[src/source/core_pkg.sv]
////////////////////
// Mega Drive front end definitions
// Settings addresses, ROM window, pad counts and shared
// structs used by the host control and controller paths
////////////////////

package core_pkg;

    ////////////////////
    // Sizes

    localparam int NUM_PLAYERS = 4;
    localparam int PAD_BUTTONS = 12;

    ////////////////////
    // Settings register addresses

    localparam logic [31:0] ADDR_FM_CHIP      = 32'h00A0_0000;
    localparam logic [31:0] ADDR_AUDIO_FILTER = 32'h00F0_0000;
    localparam logic [31:0] ADDR_COMPOSITE    = 32'h0000_0020;
    localparam logic [31:0] ADDR_SPRITE_LIMIT = 32'h0000_0030;
    localparam logic [31:0] ADDR_MULTITAP     = 32'h0000_0000;
    localparam logic [31:0] ADDR_CPU_TURBO    = 32'h00C0_0000;

    // Top address nibble of cartridge data
    localparam logic [3:0] ROM_WINDOW = 4'h1;

    ////////////////////
    // Shared types

    typedef struct packed {
        logic        wr;
        logic [31:0] addr;
        logic [31:0] data;
    } bridge_write_t;

    typedef struct packed {
        logic       fm_chip;          // 0 = YM2612, 1 = YM3438
        logic [1:0] audio_filter;
        logic       composite_enable;
        logic       sprite_limit;
        logic       multitap;
        logic [1:0] cpu_turbo;
    } core_settings_t;

    // Power-up state, sprite limit on
    localparam core_settings_t SETTINGS_DEFAULT = '{
        fm_chip:          1'b0,
        audio_filter:     2'b00,
        composite_enable: 1'b0,
        sprite_limit:     1'b1,
        multitap:         1'b0,
        cpu_turbo:        2'b00
    };

    typedef logic [15:0] pocket_keys_t;

    // Active high buttons, z in the top bit
    typedef struct packed {
        logic z;
        logic y;
        logic x;
        logic mode;
        logic start;
        logic c;
        logic b;
        logic a;
        logic up;
        logic down;
        logic left;
        logic right;
    } genesis_pad_t;

    typedef genesis_pad_t [NUM_PLAYERS-1:0] pad_set_t;

endpackage
[src/source/md_frontend_top.sv]
////////////////////
// Mega Drive host front end
// Host settings, download reset and controller mapping
////////////////////

module md_frontend_top import core_pkg::*; (
    input  logic                           clk_74a,
    input  logic                           reset_i,
    input  bridge_write_t                  bridge_i,
    input  logic                           slot_write_req_i,
    input  logic                           slot_all_done_i,
    input  logic                           pad_strobe_i,
    input  pocket_keys_t [NUM_PLAYERS-1:0] cont_keys_i,
    output core_settings_t                 settings_o,
    output logic                           download_o,
    output logic                           core_reset_o,
    output pad_set_t                       pads_o,
    output logic                           pads_valid_o
);

    core_settings_t                 settings;
    pocket_keys_t [NUM_PLAYERS-1:0] latched_keys;
    logic                           latched_valid;
    pad_set_t                       lane_pads;
    logic [NUM_PLAYERS-1:0]         lane_valid;

    ////////////////////
    // Host side

    host_control u_host_control (
        .clk_74a          (clk_74a),
        .reset_i          (reset_i),
        .bridge_i         (bridge_i),
        .slot_write_req_i (slot_write_req_i),
        .slot_all_done_i  (slot_all_done_i),
        .settings_o       (settings),
        .download_o       (download_o),
        .core_reset_o     (core_reset_o)
    );

    assign settings_o = settings;

    ////////////////////
    // Controller path

    pad_frame_latch u_pad_frame_latch (
        .clk_74a      (clk_74a),
        .reset_i      (reset_i),
        .pad_strobe_i (pad_strobe_i),
        .cont_keys_i  (cont_keys_i),
        .keys_o       (latched_keys),
        .keys_valid_o (latched_valid)
    );

    // One lane per controller port
    for (genvar g = 0; g < NUM_PLAYERS; g++) begin : g_lane
        pad_remap u_pad_remap (
            .clk_74a      (clk_74a),
            .reset_i      (reset_i),
            .keys_i       (latched_keys[g]),
            .keys_valid_i (latched_valid),
            .pad_o        (lane_pads[g]),
            .pad_valid_o  (lane_valid[g])
        );
    end

    pad_port_mux u_pad_port_mux (
        .clk_74a      (clk_74a),
        .reset_i      (reset_i),
        .pads_i       (lane_pads),
        .pads_valid_i (lane_valid),
        .multitap_i   (settings.multitap),
        .pads_o       (pads_o),
        .pads_valid_o (pads_valid_o)
    );

endmodule

[src/source/pad_port_mux.sv]
////////////////////
// Pad port mux
// Collects the lane outputs, gates players 3 and 4 by
// multitap and presents the pad set with a strobe
////////////////////

module pad_port_mux import core_pkg::*; (
    input  logic                   clk_74a,
    input  logic                   reset_i,
    input  pad_set_t               pads_i,
    input  logic [NUM_PLAYERS-1:0] pads_valid_i,
    input  logic                   multitap_i,
    output pad_set_t               pads_o,
    output logic                   pads_valid_o
);

    localparam genesis_pad_t PAD_RELEASED = genesis_pad_t'({PAD_BUTTONS{1'b0}});

    pad_set_t pads_gated;
    pad_set_t pads_q;
    logic     valid_q;
    logic     all_valid;

    assign all_valid = &pads_valid_i;

    // Ports 1 and 2 are always wired, the rest sit behind the multitap
    always_comb begin
        for (int p = 0; p < NUM_PLAYERS; p++) begin
            if (p >= 2 && !multitap_i) begin
                pads_gated[p] = PAD_RELEASED;
            end else begin
                pads_gated[p] = pads_i[p];
            end
        end
    end

    always_ff @(posedge clk_74a) begin
        if (reset_i) begin
            pads_q  <= '0;
            valid_q <= 1'b0;
        end else begin
            valid_q <= all_valid;
            if (all_valid) begin
                pads_q <= pads_gated;
            end
        end
    end

    assign pads_o       = pads_q;
    assign pads_valid_o = valid_q;

endmodule

[src/source/pad_remap.sv]
////////////////////
// Pad remap lane
// Permutes one Pocket key word into a Genesis pad
////////////////////

module pad_remap import core_pkg::*; (
    input  logic         clk_74a,
    input  logic         reset_i,
    input  pocket_keys_t keys_i,
    input  logic         keys_valid_i,
    output genesis_pad_t pad_o,
    output logic         pad_valid_o
);

    genesis_pad_t pad_q;
    logic         valid_q;

    // Pocket key bit to pad button, other key bits unused
    always_ff @(posedge clk_74a) begin
        if (keys_valid_i) begin
            pad_q.up    <= keys_i[0];
            pad_q.down  <= keys_i[1];
            pad_q.left  <= keys_i[2];
            pad_q.right <= keys_i[3];
            pad_q.a     <= keys_i[7];
            pad_q.b     <= keys_i[5];
            pad_q.c     <= keys_i[4];
            pad_q.start <= keys_i[15];
            pad_q.mode  <= keys_i[14];
            pad_q.x     <= keys_i[8];
            pad_q.y     <= keys_i[6];
            pad_q.z     <= keys_i[9];
        end
    end

    always_ff @(posedge clk_74a) begin
        if (reset_i) begin
            valid_q <= 1'b0;
        end else begin
            valid_q <= keys_valid_i;
        end
    end

    assign pad_o       = pad_q;
    assign pad_valid_o = valid_q;

endmodule

[src/source/pad_frame_latch.sv]
////////////////////
// Pad frame latch
// Captures all controller key words on the host strobe
////////////////////

module pad_frame_latch import core_pkg::*; (
    input  logic                           clk_74a,
    input  logic                           reset_i,
    input  logic                           pad_strobe_i,
    input  pocket_keys_t [NUM_PLAYERS-1:0] cont_keys_i,
    output pocket_keys_t [NUM_PLAYERS-1:0] keys_o,
    output logic                           keys_valid_o
);

    pocket_keys_t [NUM_PLAYERS-1:0] keys_q;
    logic                           valid_q;

    // Whole frame is taken at once so the lanes stay consistent
    always_ff @(posedge clk_74a) begin
        if (pad_strobe_i) begin
            keys_q <= cont_keys_i;
        end
    end

    always_ff @(posedge clk_74a) begin
        if (reset_i) begin
            valid_q <= 1'b0;
        end else begin
            valid_q <= pad_strobe_i;
        end
    end

    assign keys_o       = keys_q;
    assign keys_valid_o = valid_q;

endmodule

[src/source/host_control.sv]
////////////////////
// Host control
// Decodes bridge writes into the core settings, tracks
// the ROM download and holds the console core in reset
// while cartridge data is arriving
////////////////////

module host_control import core_pkg::*; (
    input  logic           clk_74a,
    input  logic           reset_i,
    input  bridge_write_t  bridge_i,
    input  logic           slot_write_req_i,
    input  logic           slot_all_done_i,
    output core_settings_t settings_o,
    output logic           download_o,
    output logic           core_reset_o
);

    core_settings_t settings_q;
    logic           download_q;
    logic           rom_window_q;
    logic           core_reset_q;

    ////////////////////
    // Settings registers

    always_ff @(posedge clk_74a) begin
        if (reset_i) begin
            settings_q <= SETTINGS_DEFAULT;
        end else if (bridge_i.wr) begin
            // Field comes from the low bits of the write data
            case (bridge_i.addr)
                ADDR_FM_CHIP:      settings_q.fm_chip          <= bridge_i.data[0];
                ADDR_AUDIO_FILTER: settings_q.audio_filter     <= bridge_i.data[1:0];
                ADDR_COMPOSITE:    settings_q.composite_enable <= bridge_i.data[0];
                ADDR_SPRITE_LIMIT: settings_q.sprite_limit     <= bridge_i.data[0];
                ADDR_MULTITAP:     settings_q.multitap         <= bridge_i.data[0];
                ADDR_CPU_TURBO:    settings_q.cpu_turbo        <= bridge_i.data[1:0];
                default: begin
                end
            endcase
        end
    end

    ////////////////////
    // Download tracking

    // Request has priority over completion
    always_ff @(posedge clk_74a) begin
        if (reset_i) begin
            download_q <= 1'b0;
        end else if (slot_write_req_i) begin
            download_q <= 1'b1;
        end else if (slot_all_done_i) begin
            download_q <= 1'b0;
        end
    end

    // Remember where the last bridge write went
    always_ff @(posedge clk_74a) begin
        if (reset_i) begin
            rom_window_q <= 1'b0;
        end else if (bridge_i.wr) begin
            rom_window_q <= (bridge_i.addr[31:28] == ROM_WINDOW);
        end
    end

    ////////////////////
    // Console core reset

    always_ff @(posedge clk_74a) begin
        if (reset_i) begin
            core_reset_q <= 1'b1;
        end else begin
            core_reset_q <= download_q & rom_window_q;
        end
    end

    assign settings_o   = settings_q;
    assign download_o   = download_q;
    assign core_reset_o = core_reset_q;

endmodule

[config.mk]
export PLATFORM = sky130hd
export DESIGN_NAME = md_frontend_top
export DESIGN_NICKNAME = d
export VERILOG_FILES = /design/src/source/core_pkg.sv /design/src/source/md_frontend_top.sv /design/src/source/pad_port_mux.sv /design/src/source/pad_remap.sv /design/src/source/pad_frame_latch.sv /design/src/source/host_control.sv
export SDC_FILE = /design/constraint.sdc
export NUM_CORES = 1
export LEC_CHECK = 0
export BUFFER_PORTS_ARGS = -buffer_cell sky130_fd_sc_hd__buf_2
export CORE_ASPECT_RATIO = 1.25
export CORE_MARGIN = 1.5
export CORE_UTILIZATION = 52
export CTS_CLUSTER_SIZE = 20
export DETAILED_ROUTE_END_ITERATION = 12
export PLACE_DENSITY = 0.81
export SYNTH_ARGS = -nofsm -noshare
export SYNTH_HDL_FRONTEND = slang
export SYNTH_SLANG_ARGS = --single-unit
[constraint.sdc]
create_clock -name clk_74a -period 4.29 [get_ports clk_74a]
set_input_delay 0.6435 -clock clk_74a [delete_from_list [all_inputs] [get_ports clk_74a]]
set_output_delay 0.6435 -clock clk_74a [all_outputs]
set_load 0.005 [all_outputs]
==> run_results.csv, run 1 <==
group,metric,value,unit
routing,post_route_drc_violation_count,0,
placement,place.detailed.hpwl,6187,um
clocking,cts_buffer_depth,2,
die,die_width,92.87,um
power,p_leak,2.775,nW
global_routing,grt_antenna_before_repair,0,
global_routing,grt_util_all_layers,18.68,%
final_layout,layout.cells.most_common_list,"146 x buf_2, 96 x edfxtp_1, 60 x dfxtp_1",
global_routing,global_route.overflow_total,0,
routing,routed_via_density,5.031,
routing,route.met3.wl,533,um
global_routing,grt_max_degree,57,
clocking,h_tree_levels,4,
setup_path,cp_cell_sequence,"buf_4 > and2_1 > a21oi_1 > nor2_1",
sta,max-slew-margin-rel,21.97,%
clocking,cts-buffers-inserted,17,
setup_path,setup.worst_path.end,"u_pad_port_mux.pads_o[30]$_SDFFE_PP0P_",
setup_path,cp_slowest_cell,"and2_1",
sta,rsz0062_at_grt,"no",
sta,fin_setup_tns,0,ns
placement,numPortBuffers,146,
routing,detail_route.first_pass.iterations,4,
final_layout,fillerInstances,703,
final_layout,multi_input_area,0.001031,mm^2
setup_path,worst_path_dominant_cell_family,"simple AND/OR/NAND/NOR gates",
power,p_int,2.656,mW
sta,finClkSkew,0.007964,ns
power,power.switching,0.6316,mW
power,vdd.ir_drop.worst,325.1,uV
setup_path,reg2reg_to,"u_pad_port_mux.pads_o[30]$_SDFFE_PP0P_",
yosys,syn-num-nets,487,
sta,finalHoldViolCount,0,
routing,top_layer,"met4",
yosys,post_synthesis_instance_area,0.005250,mm^2
routing,route.met2.wl,5287,um
yosys,postSynthCellCount,353,
clocking,cts.clk_slew.worst_paths,0.06,ns
clocking,post_cts.resized_instances,0,
die,die-area,0.01071,mm^2
yosys,warnings_synthesis,0,
final_layout,antennaDiodeCount,0,
die,placementRows,40,
final_layout,area_delta_synth_final,26.62,%
power,seqPwrFrac,52.8,%
sta,max_clock_freq,491.7,MHz
sta,finalWorstPathRequiredPeriod,2.034,ns
die,initial_utilization,54.07,%
routing,detail-route-antenna-nets,0,
final_layout,layout.cells.most_common,"buf_2",
power,finalPower,3.288,mW
power,p_sw_share,19.21,%
setup_path,r2r_cells,4,
setup_path,crit_cells,4,
sta,timing.final.max_slew_violations,0,
power,share_comb_of_total_power,3.2,%
worst_hold_path,hold_path_class,"input pin to register",
final_layout,post-route-util,68.47,%
clocking,cts.sink_count,158,
placement,placed_cells,609,
setup_path,timing.reg2reg.setup_slack,2.26,ns
global_routing,wire_length_of_the_first_global_routing_pass,14690,um
sta,max_slew.worst_pin.slew,1.170,ns
die,height_of_the_chip,115.3,um
sta,period_share,47.40,%
routing,route.detailed.wl_per_inst,15.21,um
sta,setup_violations,0,
setup_path,slowest_delay,0.79,ns
final_layout,fin_cells,641,
setup_path,worstPathMaxFanout,50,
die,core_footprint,0.009709,mm^2
setup_path,crit_path_start,"g_lane[3].u_pad_remap.pad_valid_o$_SDFF_PP0_",
clocking,cts_setup_buffers,0,
setup_path,start_kind,"register",
yosys,synth.ff_latch_count,158,
global_routing,grt_pass1_vias,3155,
routing,routedLengthMet1,3726,um
final_layout,net_count_final,636,
setup_path,timing.critical_path.arrival,2.37,ns
yosys,synth_sequential_area_ratio,78.55,%
yosys,syn_area_per_cell,14.87,um^2
setup_path,timing.rr.start,"g_lane[3].u_pad_remap.pad_valid_o$_SDFF_PP0_",
routing,routed_wirelength,9747,um
final_layout,drive_gt1_share,34.95,%
setup_path,setup.worst_path.class,"register to register",
placement,gpl.final_weighted_congestion,0.7233,
die,io_pins,193,
power,p_per_area,494.6,mW/mm^2
clocking,tritoncts,"done",
routing,dr_total_vias,3225,
routing,initialDrtViolationCount,167,
setup_path,critical_path_required,4.63,ns
yosys,synth.lib_cells_used.distinct,24,
status,status,"finished, final reports clean",
setup_path,worst-path-buf-inv,1,
clocking,hold_buffers,0,
job,timing.max_cap.violations,0,
clocking,insertion_delay,0.41,ns
clocking,clockRootBuffer,"clkbuf_16",
setup_path,crit_path_capture_type,"register",
power,clkPwrFrac,44.0,%
final_layout,seqCellArea,0.004126,mm^2
-- metal layers --
metal	vias to the layer above	GRT usage, %
met5	-	0
met4	0	9.091
met3	13	6.283
met2	116	34.21
met1	1546	18.84
li1	1550	-
-- synthesized netlist by cell type --
| cell type | n | area (um^2) |
|---|---|---|
| nand2b_1 | 1 | 6.260 |
| and4_4 | 1 | 11.26 |
| buf_2 | 7 | 35.03 |
| a21oi_1 | 26 | 130.1 |
| mux2i_1 | 32 | 320.3 |
| nand3_1 | 1 | 5.000 |
| clkinv_1 | 1 | 3.750 |
| nor4b_1 | 1 | 8.760 |
| nor4_1 | 4 | 25.02 |
| buf_4 | 3 | 22.52 |
| nand4_2 | 1 | 12.51 |
| nor2b_1 | 28 | 175.2 |
| nor4bb_1 | 1 | 10.01 |
| edfxtp_1 | 96 | 2883 |
| buf_1 | 1 | 3.750 |
| and2_1 | 2 | 12.51 |
| nor2_1 | 54 | 202.7 |
| clkbuf_1 | 7 | 26.28 |
| nand2_1 | 13 | 48.80 |
| nand4_1 | 4 | 25.02 |
| nor3_1 | 4 | 20.02 |
| and4_1 | 2 | 17.52 |
| inv_1 | 1 | 3.750 |
| dfxtp_1 | 62 | 1241 |
-- stage by stage --
stage	area, um^2	hold slack (ns)	worst slack [ns]
final	6648	0.4090	2.256
after CTS	6648	0.3918	2.221
after detailed placement	6068	0.4045	2.089
after floorplan	5250	0.4003	2.552
after global placement	6068	0.4011	2.136
after global routing	6648	0.3815	2.036
-- how the worst min path moves through the flow --
| stage | from | to | depth (start not counted) |
|---|---|---|---|
| 3_5_place_dp | u_pad_frame_latch.keys_o[6]$_DFFE_PP_ | g_lane[0].u_pad_remap.pad_o[10]$_DFFE_PP_ | 0 |
| 2_1_floorplan | u_pad_frame_latch.keys_o[3]$_DFFE_PP_ | g_lane[0].u_pad_remap.pad_o[0]$_DFFE_PP_ | 0 |
| 3_3_place_gp | u_pad_frame_latch.keys_o[2]$_DFFE_PP_ | g_lane[0].u_pad_remap.pad_o[1]$_DFFE_PP_ | 0 |
| 6_report | cont_keys_i[14] | u_pad_frame_latch.keys_o[14]$_DFFE_PP_ | 1 |
| 4_1_cts | cont_keys_i[9] | u_pad_frame_latch.keys_o[9]$_DFFE_PP_ | 1 |
| 5_1_grt | cont_keys_i[32] | u_pad_frame_latch.keys_o[32]$_DFFE_PP_ | 1 |
-- state kept, by name (all words and copies together) (netlist names), 8 cells and up --
name	count
u_pad_port_mux.pads_o	48
u_host_control.settings_o	8
g_lane.u_pad_remap.pad_o	48
u_pad_frame_latch.keys_o	48
-- area by class of cell --
cell class | count | share of cell area (%)
Sequential cell | 158 | 62.07
Multi-Input combinational cell | 175 | 15.51
Timing Repair Buffer | 148 | 11.22
Clock buffer | 18 | 6.456
Tap cell | 126 | 2.372
Clock inverter | 14 | 2.259
Inverter | 2 | 0.1129
-- power groups by stage --
stage	clock network (mW)	logic, mW	registers [mW]
floorplan	0	0.0353	1.76
global placement	0	0.0998	1.76
detailed placement	0	0.104	1.77
CTS	1.48	0.105	1.74
global route	1.54	0.114	1.74
finish	1.45	0.104	1.74
-- logic make-up (layout without fill, tap and decap cells) --
kind of cell    Yosys count  after routing  share of synthesized area (%)
flops                   158            158                          78.55
mux                      32             32                          6.101
simple gates            117            117                          11.06
buf+inv                  20            182                          1.811
compound gates           26             26                          2.478
Power figures use the tool's default switching activity.
==> run 2: changes to the inputs <==
--- a/config.mk
+++ b/config.mk
@@ -5,13 +5,14 @@
 export SDC_FILE = /design/constraint.sdc
 export NUM_CORES = 1
 export LEC_CHECK = 0
+export ABC_AREA = 1
 export BUFFER_PORTS_ARGS = -buffer_cell sky130_fd_sc_hd__buf_2
 export CORE_ASPECT_RATIO = 1.25
 export CORE_MARGIN = 1.5
-export CORE_UTILIZATION = 52
+export CORE_UTILIZATION = 49
 export CTS_CLUSTER_SIZE = 20
 export DETAILED_ROUTE_END_ITERATION = 12
-export PLACE_DENSITY = 0.81
+export PLACE_DENSITY = 0.76
 export SYNTH_ARGS = -nofsm -noshare
 export SYNTH_HDL_FRONTEND = slang
 export SYNTH_SLANG_ARGS = --single-unit
==> constraint.sdc (replaced) <==
create_clock -name clk_74a -period 2.03 [get_ports clk_74a]
set_input_delay 0.3045 -clock clk_74a [delete_from_list [all_inputs] [get_ports clk_74a]]
set_output_delay 0.3045 -clock clk_74a [all_outputs]
set_load 0.005 [all_outputs]
==> run 2 against run 1 <==
Effect of this change: wire length rose by 1.1%; clock skew is 0.00072 ns lower; combinational power grew to 2.6 times the previous value; setup slack worse by 1.6 ns; synthesized area is 2.0% higher; first-iteration DRC count is 4.8% higher; core utilization shrank 3.8 points; clock power increased by 120%.
==> run_results.csv, run 2 <==
group,metric,value,unit
status,status,"finished, final reports clean",
yosys,synth_async_sr_flop_share,0,%
yosys,synth.lib_cells_used.distinct,22,
clocking,tritoncts,"done",
power,p_sw_share,20.24,%
routing,routed_via_density,4.901,
yosys,synth.top_cells.by_area,"edfxtp_1 54%, dfxtp_1 23%, nor2_1 5.9%",
routing,dr_total_vias,3568,
global_routing,wire_length_of_the_first_global_routing_pass,15190,um
power,power.switching,1.441,mW
worst_hold_path,hold_path_class,"input pin to register",
global_routing,grt_util_all_layers,17.77,%
clocking,cts.clk_slew.worst_paths,0.06,ns
yosys,synth_flop_cell,"edfxtp_1",
job,timing.max_cap.violations,0,
sta,finalHoldViolCount,0,
sta,fin_setup_tns,0,ns
sta,max-slew-margin-rel,68.81,%
clocking,clockRootBuffer,"clkbuf_16",
global_routing,grt_pass1_vias,3420,
global_routing,grt_max_degree,50,
setup_path,crit_path_capture_type,"register",
clocking,cts.sink_count,158,
placement,place.detailed.hpwl,6574,um
final_layout,layout.cells.most_common,"buf_2",
routing,detail-route-antenna-nets,0,
power,seqPwrFrac,51.4,%
routing,post_route_drc_violation_count,0,
clocking,cts_buffer_depth,2,
die,height_of_the_chip,119.9,um
die,initial_utilization,50.44,%
clocking,cts_setup_buffers,0,
yosys,syn-num-nets,565,
final_layout,layout.cells.most_common_list,"146 x buf_2, 96 x edfxtp_1, 84 x nor2_1",
sta,max_clock_freq,751.4,MHz
yosys,number_of_enable_type_register_cells_in_the_synthesized_netlist,96,
power,vdd.ir_drop.worst,933.2,uV
sta,max_slew.worst_pin.slew,0.4678,ns
global_routing,grt_antenna_before_repair,0,
sta,finClkSkew,0.007247,ns
yosys,post_synth_top_area_cell,"edfxtp_1",
final_layout,fillerInstances,811,
die,core_footprint,0.01062,mm^2
global_routing,global_route.overflow_total,0,
die,io_pins,193,
clocking,hold_buffers,0,
yosys,synth_sequential_area_ratio,77.03,%
routing,routed_wirelength,9852,um
routing,detail_route.first_pass.iterations,4,
clocking,post_cts.resized_instances,0,
setup_path,timing.critical_path.arrival,1.61,ns
die,placementRows,42,
yosys,syn_area_per_cell,12.42,um^2
setup_path,setup.worst_path.class,"register to register",
sta,period_share,65.56,%
final_layout,antennaDiodeCount,0,
die,die_width,96.50,um
power,p_leak,2.812,nW
sta,timing.final.max_slew_violations,0,
final_layout,fin_cells,728,
routing,initialDrtViolationCount,175,
clocking,h_tree_levels,4,
power,share_comb_of_total_power,3.7,%
placement,numPortBuffers,146,
setup_path,critical_path_required,2.31,ns
final_layout,area_delta_synth_final,28.21,%
setup_path,worstPathMaxFanout,36,
yosys,yosys.area.top_type_share,53.84,%
final_layout,drive_gt1_share,33.72,%
clocking,cts-buffers-inserted,17,
yosys,postSynthCellCount,431,
placement,placed_cells,696,
final_layout,post-route-util,64.66,%
routing,route.detailed.wl_per_inst,13.53,um
setup_path,start_kind,"register",
yosys,post_synth_most_frequent_cells,"96 x edfxtp_1, 84 x nor2_1, 62 x dfxtp_1, 48 x nand2_1, 33 x nand3_1",
placement,gpl.final_weighted_congestion,0.7280,
sta,hold_ws,0.07230,ns
sta,finalWorstPathRequiredPeriod,1.331,ns
yosys,cell_with_the_most_instances_after_synthesis,"edfxtp_1",
yosys,post_synthesis_instance_area,0.005354,mm^2
yosys,synth.ff_latch_count,158,
power,clkPwrFrac,44.8,%
die,die-area,0.01157,mm^2
power,p_per_area,1037,mW/mm^2
clocking,insertion_delay,0.40,ns
yosys,warnings_synthesis,0,
sta,rsz0062_at_grt,"no",
final_layout,net_count_final,717,
power,p_int,5.678,mW
sta,setup_violations,0,
## run 2: changes by cell type after synthesis, moves of 4 or more
cell,before,now
nor2_2,0,6
inv_1,1,12
mux2i_1,32,0
nor2_1,54,84
nand3_1,1,33
o21ai_0,0,26
nor4_1,4,0
nand2_1,13,48
nor2b_1,28,0
nor2_4,0,4
## run 2: cell type report
type / count / area [um^2] / area share (%)
clock buffers: 17 / 425.4 / 6.198
clock inverters: 15 / 185.2 / 2.698
inverters: 13 / 48.80 / 0.7109
multi-input cells: 240 / 1092 / 15.91
flip-flops and latches: 158 / 4126 / 60.12
well taps: 132 / 165.2 / 2.406
repair buffers: 153 / 820.8 / 11.96
## run 2: cell families after synthesis
group | count (synthesis) | synth area share, %
AO/OA/AOI/OAI | 55 | 5.141
buffers and inverters | 33 | 2.571
flip-flops | 158 | 77.03
AND/OR/NAND/NOR | 185 | 15.26
## run 2: worst max-delay path, cell delays in order, from the launching register on
cell and delay (ns):
dfxtp_2 0.33, clkinv_1 0.36, buf_12 0.33, nand2_1 0.10, a21oi_1 0.07
## run 2: final timing paths
| path | start | endpoint | slack (ns) | depth (start not counted) |
|---|---|---|---|---|
| setup reg to reg | g_lane[3].u_pad_remap.pad_valid_o$_SDFF_PP0_ | u_pad_port_mux.pads_o[38]$_SDFFE_PP0P_ | 0.70 | 4 |
| hold / removal | cont_keys_i[6] | u_pad_frame_latch.keys_o[6]$_DFFE_PP_ | 0.07 | 1 |
| setup / recovery | g_lane[3].u_pad_remap.pad_valid_o$_SDFF_PP0_ | u_pad_port_mux.pads_o[38]$_SDFFE_PP0P_ | 0.70 | 4 |
| hold reg to reg | u_pad_frame_latch.keys_o[32]$_DFFE_PP_ | g_lane[2].u_pad_remap.pad_o[3]$_DFFE_PP_ | 0.42 | 0 |
## run 2: metal layers
metal | vias to the layer above | part of all wire [%] | track usage, %
met1 | 1643 | 39 | 18.74
li1 | 1776 | - | -
met4 | 0 | 2.5 | 8.424
met3 | 17 | 6.3 | 5.767
met5 | - | 0 | 0
met2 | 132 | 52 | 31.16
## run 2: per-stage QoR
stage               worst slack (ns)  instance area (um^2)  total power, mW
global placement              0.7253                  6254            3.982
floorplan                     0.2864                  5354            3.812
finish                        0.6991                  6864            7.119
global route                  0.5833                  6864            7.374
CTS                           0.6653                  6864            7.193
detailed placement            0.6877                  6254            4.000
## run 2: power by group through the flow
stage	Combinational, mW	Sequential, mW	Clock (mW)
after floorplan	0.0843	3.73	0
after CTS	0.271	3.66	3.26
after detailed placement	0.270	3.73	0
after global routing	0.302	3.68	3.40
final	0.267	3.66	3.19
after global placement	0.261	3.72	0
==> run 3: changes to the inputs <==
==> constraint.sdc (replaced) <==
create_clock -name clk_74a -period 1.3 [get_ports clk_74a]
set_input_delay 0.195 -clock clk_74a [delete_from_list [all_inputs] [get_ports clk_74a]]
set_output_delay 0.195 -clock clk_74a [all_outputs]
set_load 0.005 [all_outputs]
==> run 3 against run 2 <==
Effect of this change: final area increased by 7.5%; wire length increased by 12%; count of clock-buffer cells in the layout increased by 6; non-clock buffer count increased by 53; critical path depth decreased by 2; global-route usage increased by 1.7 points; sequential cell count unchanged; sequential share of layout area decreased by 4.2 points; sequential power increased by 56%; via count increased by 5.9%; setup slack got worse by 0.64 ns; critical endpoint is now settings_o[2]; largest cell class unchanged.
==> run_results.csv, run 3 (same netlist as run 2, synthesis figures left out) <==
group,metric,value,unit
routing,detail_route.first_pass.iterations,5,
clocking,cts-buffers-inserted,17,
routing,route.detailed.wl_per_inst,14.11,um
setup_path,timing.rr.start,"g_lane[3].u_pad_remap.pad_valid_o$_SDFF_PP0_",
final_layout,layout.cells.most_common,"buf_2",
routing,initialDrtViolationCount,131,
die,height_of_the_chip,119.9,um
placement,numPortBuffers,146,
placement,place.detailed.hpwl,6881,um
sta,finalHoldViolCount,0,
sta,max_slew.worst_pin.slew,0.3297,ns
global_routing,grt_pass1_vias,3572,
power,vdd.ir_drop.worst,1014,uV
global_routing,wire_length_of_the_first_global_routing_pass,16370,um
clocking,tritoncts,"done",
routing,dr_total_vias,3778,
global_routing,global_route.overflow_total,0,
sta,finalWorstPathRequiredPeriod,1.245,ns
status,status,"finished, final reports clean",
setup_path,timing.critical_path.arrival,1.05,ns
final_layout,final_cell_area,0.007381,mm^2
die,core_footprint,0.01062,mm^2
worst_hold_path,hold_path_class,"input pin to register",
setup_path,critical_path_required,1.11,ns
clocking,cts_buffer_depth,2,
setup_path,start_kind,"register",
final_layout,net_count_final,770,
routing,post_route_drc_violation_count,0,
sta,max-slew-margin-rel,78.02,%
die,die_width,96.50,um
clocking,cts.sink_count,158,
global_routing,grt_util_all_layers,19.48,%
worst_hold_path,hold_path.startpoint,"bridge_i[0]",
setup_path,crit_path_capture_type,"output pin",
setup_path,crit_path_start,"u_host_control.settings_o[2]$_SDFFE_PP0P_",
placement,gpl.final_weighted_congestion,0.7346,
final_layout,fillerInstances,756,
power,p_per_area,1484,mW/mm^2
clocking,clockRootBuffer,"clkbuf_16",
setup_path,timing.reg2reg.setup_slack,0.25,ns
job,timing.max_cap.violations,0,
sta,setup_violations,0,
sta,period_share,95.73,%
final_layout,drive_gt1_share,31.43,%
placement,dpl-instance-area,0.006296,mm^2
die,placementRows,42,
sta,rsz0062_at_grt,"no",
final_layout,layout.cells.most_common_list,"146 x buf_2, 96 x edfxtp_1, 84 x nor2_1",
routing,routed_wirelength,11020,um
sta,fin_setup_tns,0,ns
setup_path,worstPathMaxFanout,13,
routing,routed_via_density,4.837,
sta,hold_ws,0.02447,ns
global_routing,grt_antenna_before_repair,0,
sta,timing.final.max_slew_violations,0,
clocking,cts.clk_slew.worst_paths,0.06,ns
die,die-area,0.01157,mm^2
final_layout,area_delta_synth_final,37.86,%
sta,finClkSkew,0.004539,ns
clocking,h_tree_levels,4,
die,initial_utilization,50.44,%
power,p_leak,3.037,nW
setup_path,setup.worst_path.class,"register to output pin",
global_routing,grt_max_degree,50,
final_layout,fin_cells,781,
die,io_pins,193,
routing,detail-route-antenna-nets,0,
sta,max_clock_freq,803.5,MHz
clocking,insertion_delay,0.41,ns
clocking,cts_setup_buffers,0,
final_layout,antennaDiodeCount,0,
placement,placed_cells,700,
## run 3: cell types whose count changed in the layout (fill, tap and decap cells not counted), moves of 3 or more
| cell | delta |
|---|---|
| inv_4 | +3 |
| buf_4 | +3 |
| clkbuf_1 | +4 |
| dlygate4sd3_1 | +48 |
| inv_6 | -3 |
## run 3: power breakdown
part | internal, mW | total [mW] | switching, mW
combinational | 0.283 | 0.556 | 0.273
clock | 2.86 | 4.69 | 1.83
sequential | 5.63 | 5.71 | 0.0813
## run 3: final timing paths
path,cells after the start,endpoint
hold / removal,3,u_host_control.settings_o[3]$_SDFFE_PP1P_
setup / recovery,2,settings_o[2]
hold reg to reg,0,g_lane[1].u_pad_remap.pad_o[6]$_DFFE_PP_
setup reg to reg,3,u_pad_port_mux.pads_o[37]$_SDFFE_PP0P_
## run 3: layout make-up
type | instances | area (um^2) | area share [%]
Sequential cell | 158 | 4128 | 55.92
Timing Repair Buffer | 206 | 1376 | 18.65
Multi-Input combinational cell | 240 | 1092 | 14.80
Clock buffer | 23 | 490.5 | 6.645
Tap cell | 132 | 165.2 | 2.238
Clock inverter | 9 | 80.08 | 1.085
Inverter | 13 | 48.80 | 0.6611
## run 3: metrics by stage
step,power (mW),worst slack (ns),util [%]
finish,10.95,0.05546,69.53
global route,11.33,0.01045,69.53
CTS,11.04,0.02859,69.53
detailed placement,6.260,0.07299,59.31
global placement,6.231,0.09758,59.31
floorplan,5.952,0.06508,-
## run 3: timing repair
action | CTS | global route
hold buffers | 48 | 0
endpoints found under the setup margin | 1 | 0
gates resized for setup | 1 | 0
endpoints found under the hold margin | 48 | 0
## run 3: per-layer routing
metal	share of wire, %	vias to the layer above	GRT usage [%]
met3	5.4	20	4.499
met5	0	-	0
met2	53	139	34.75
li1	-	1883	-
met4	2.4	0	10.33
met1	39	1736	20.71
## run 3: critical path: stages, from the launching register on
cell	delay, ns
dfxtp_2	0.37
buf_12	0.15
buf_2	0.13
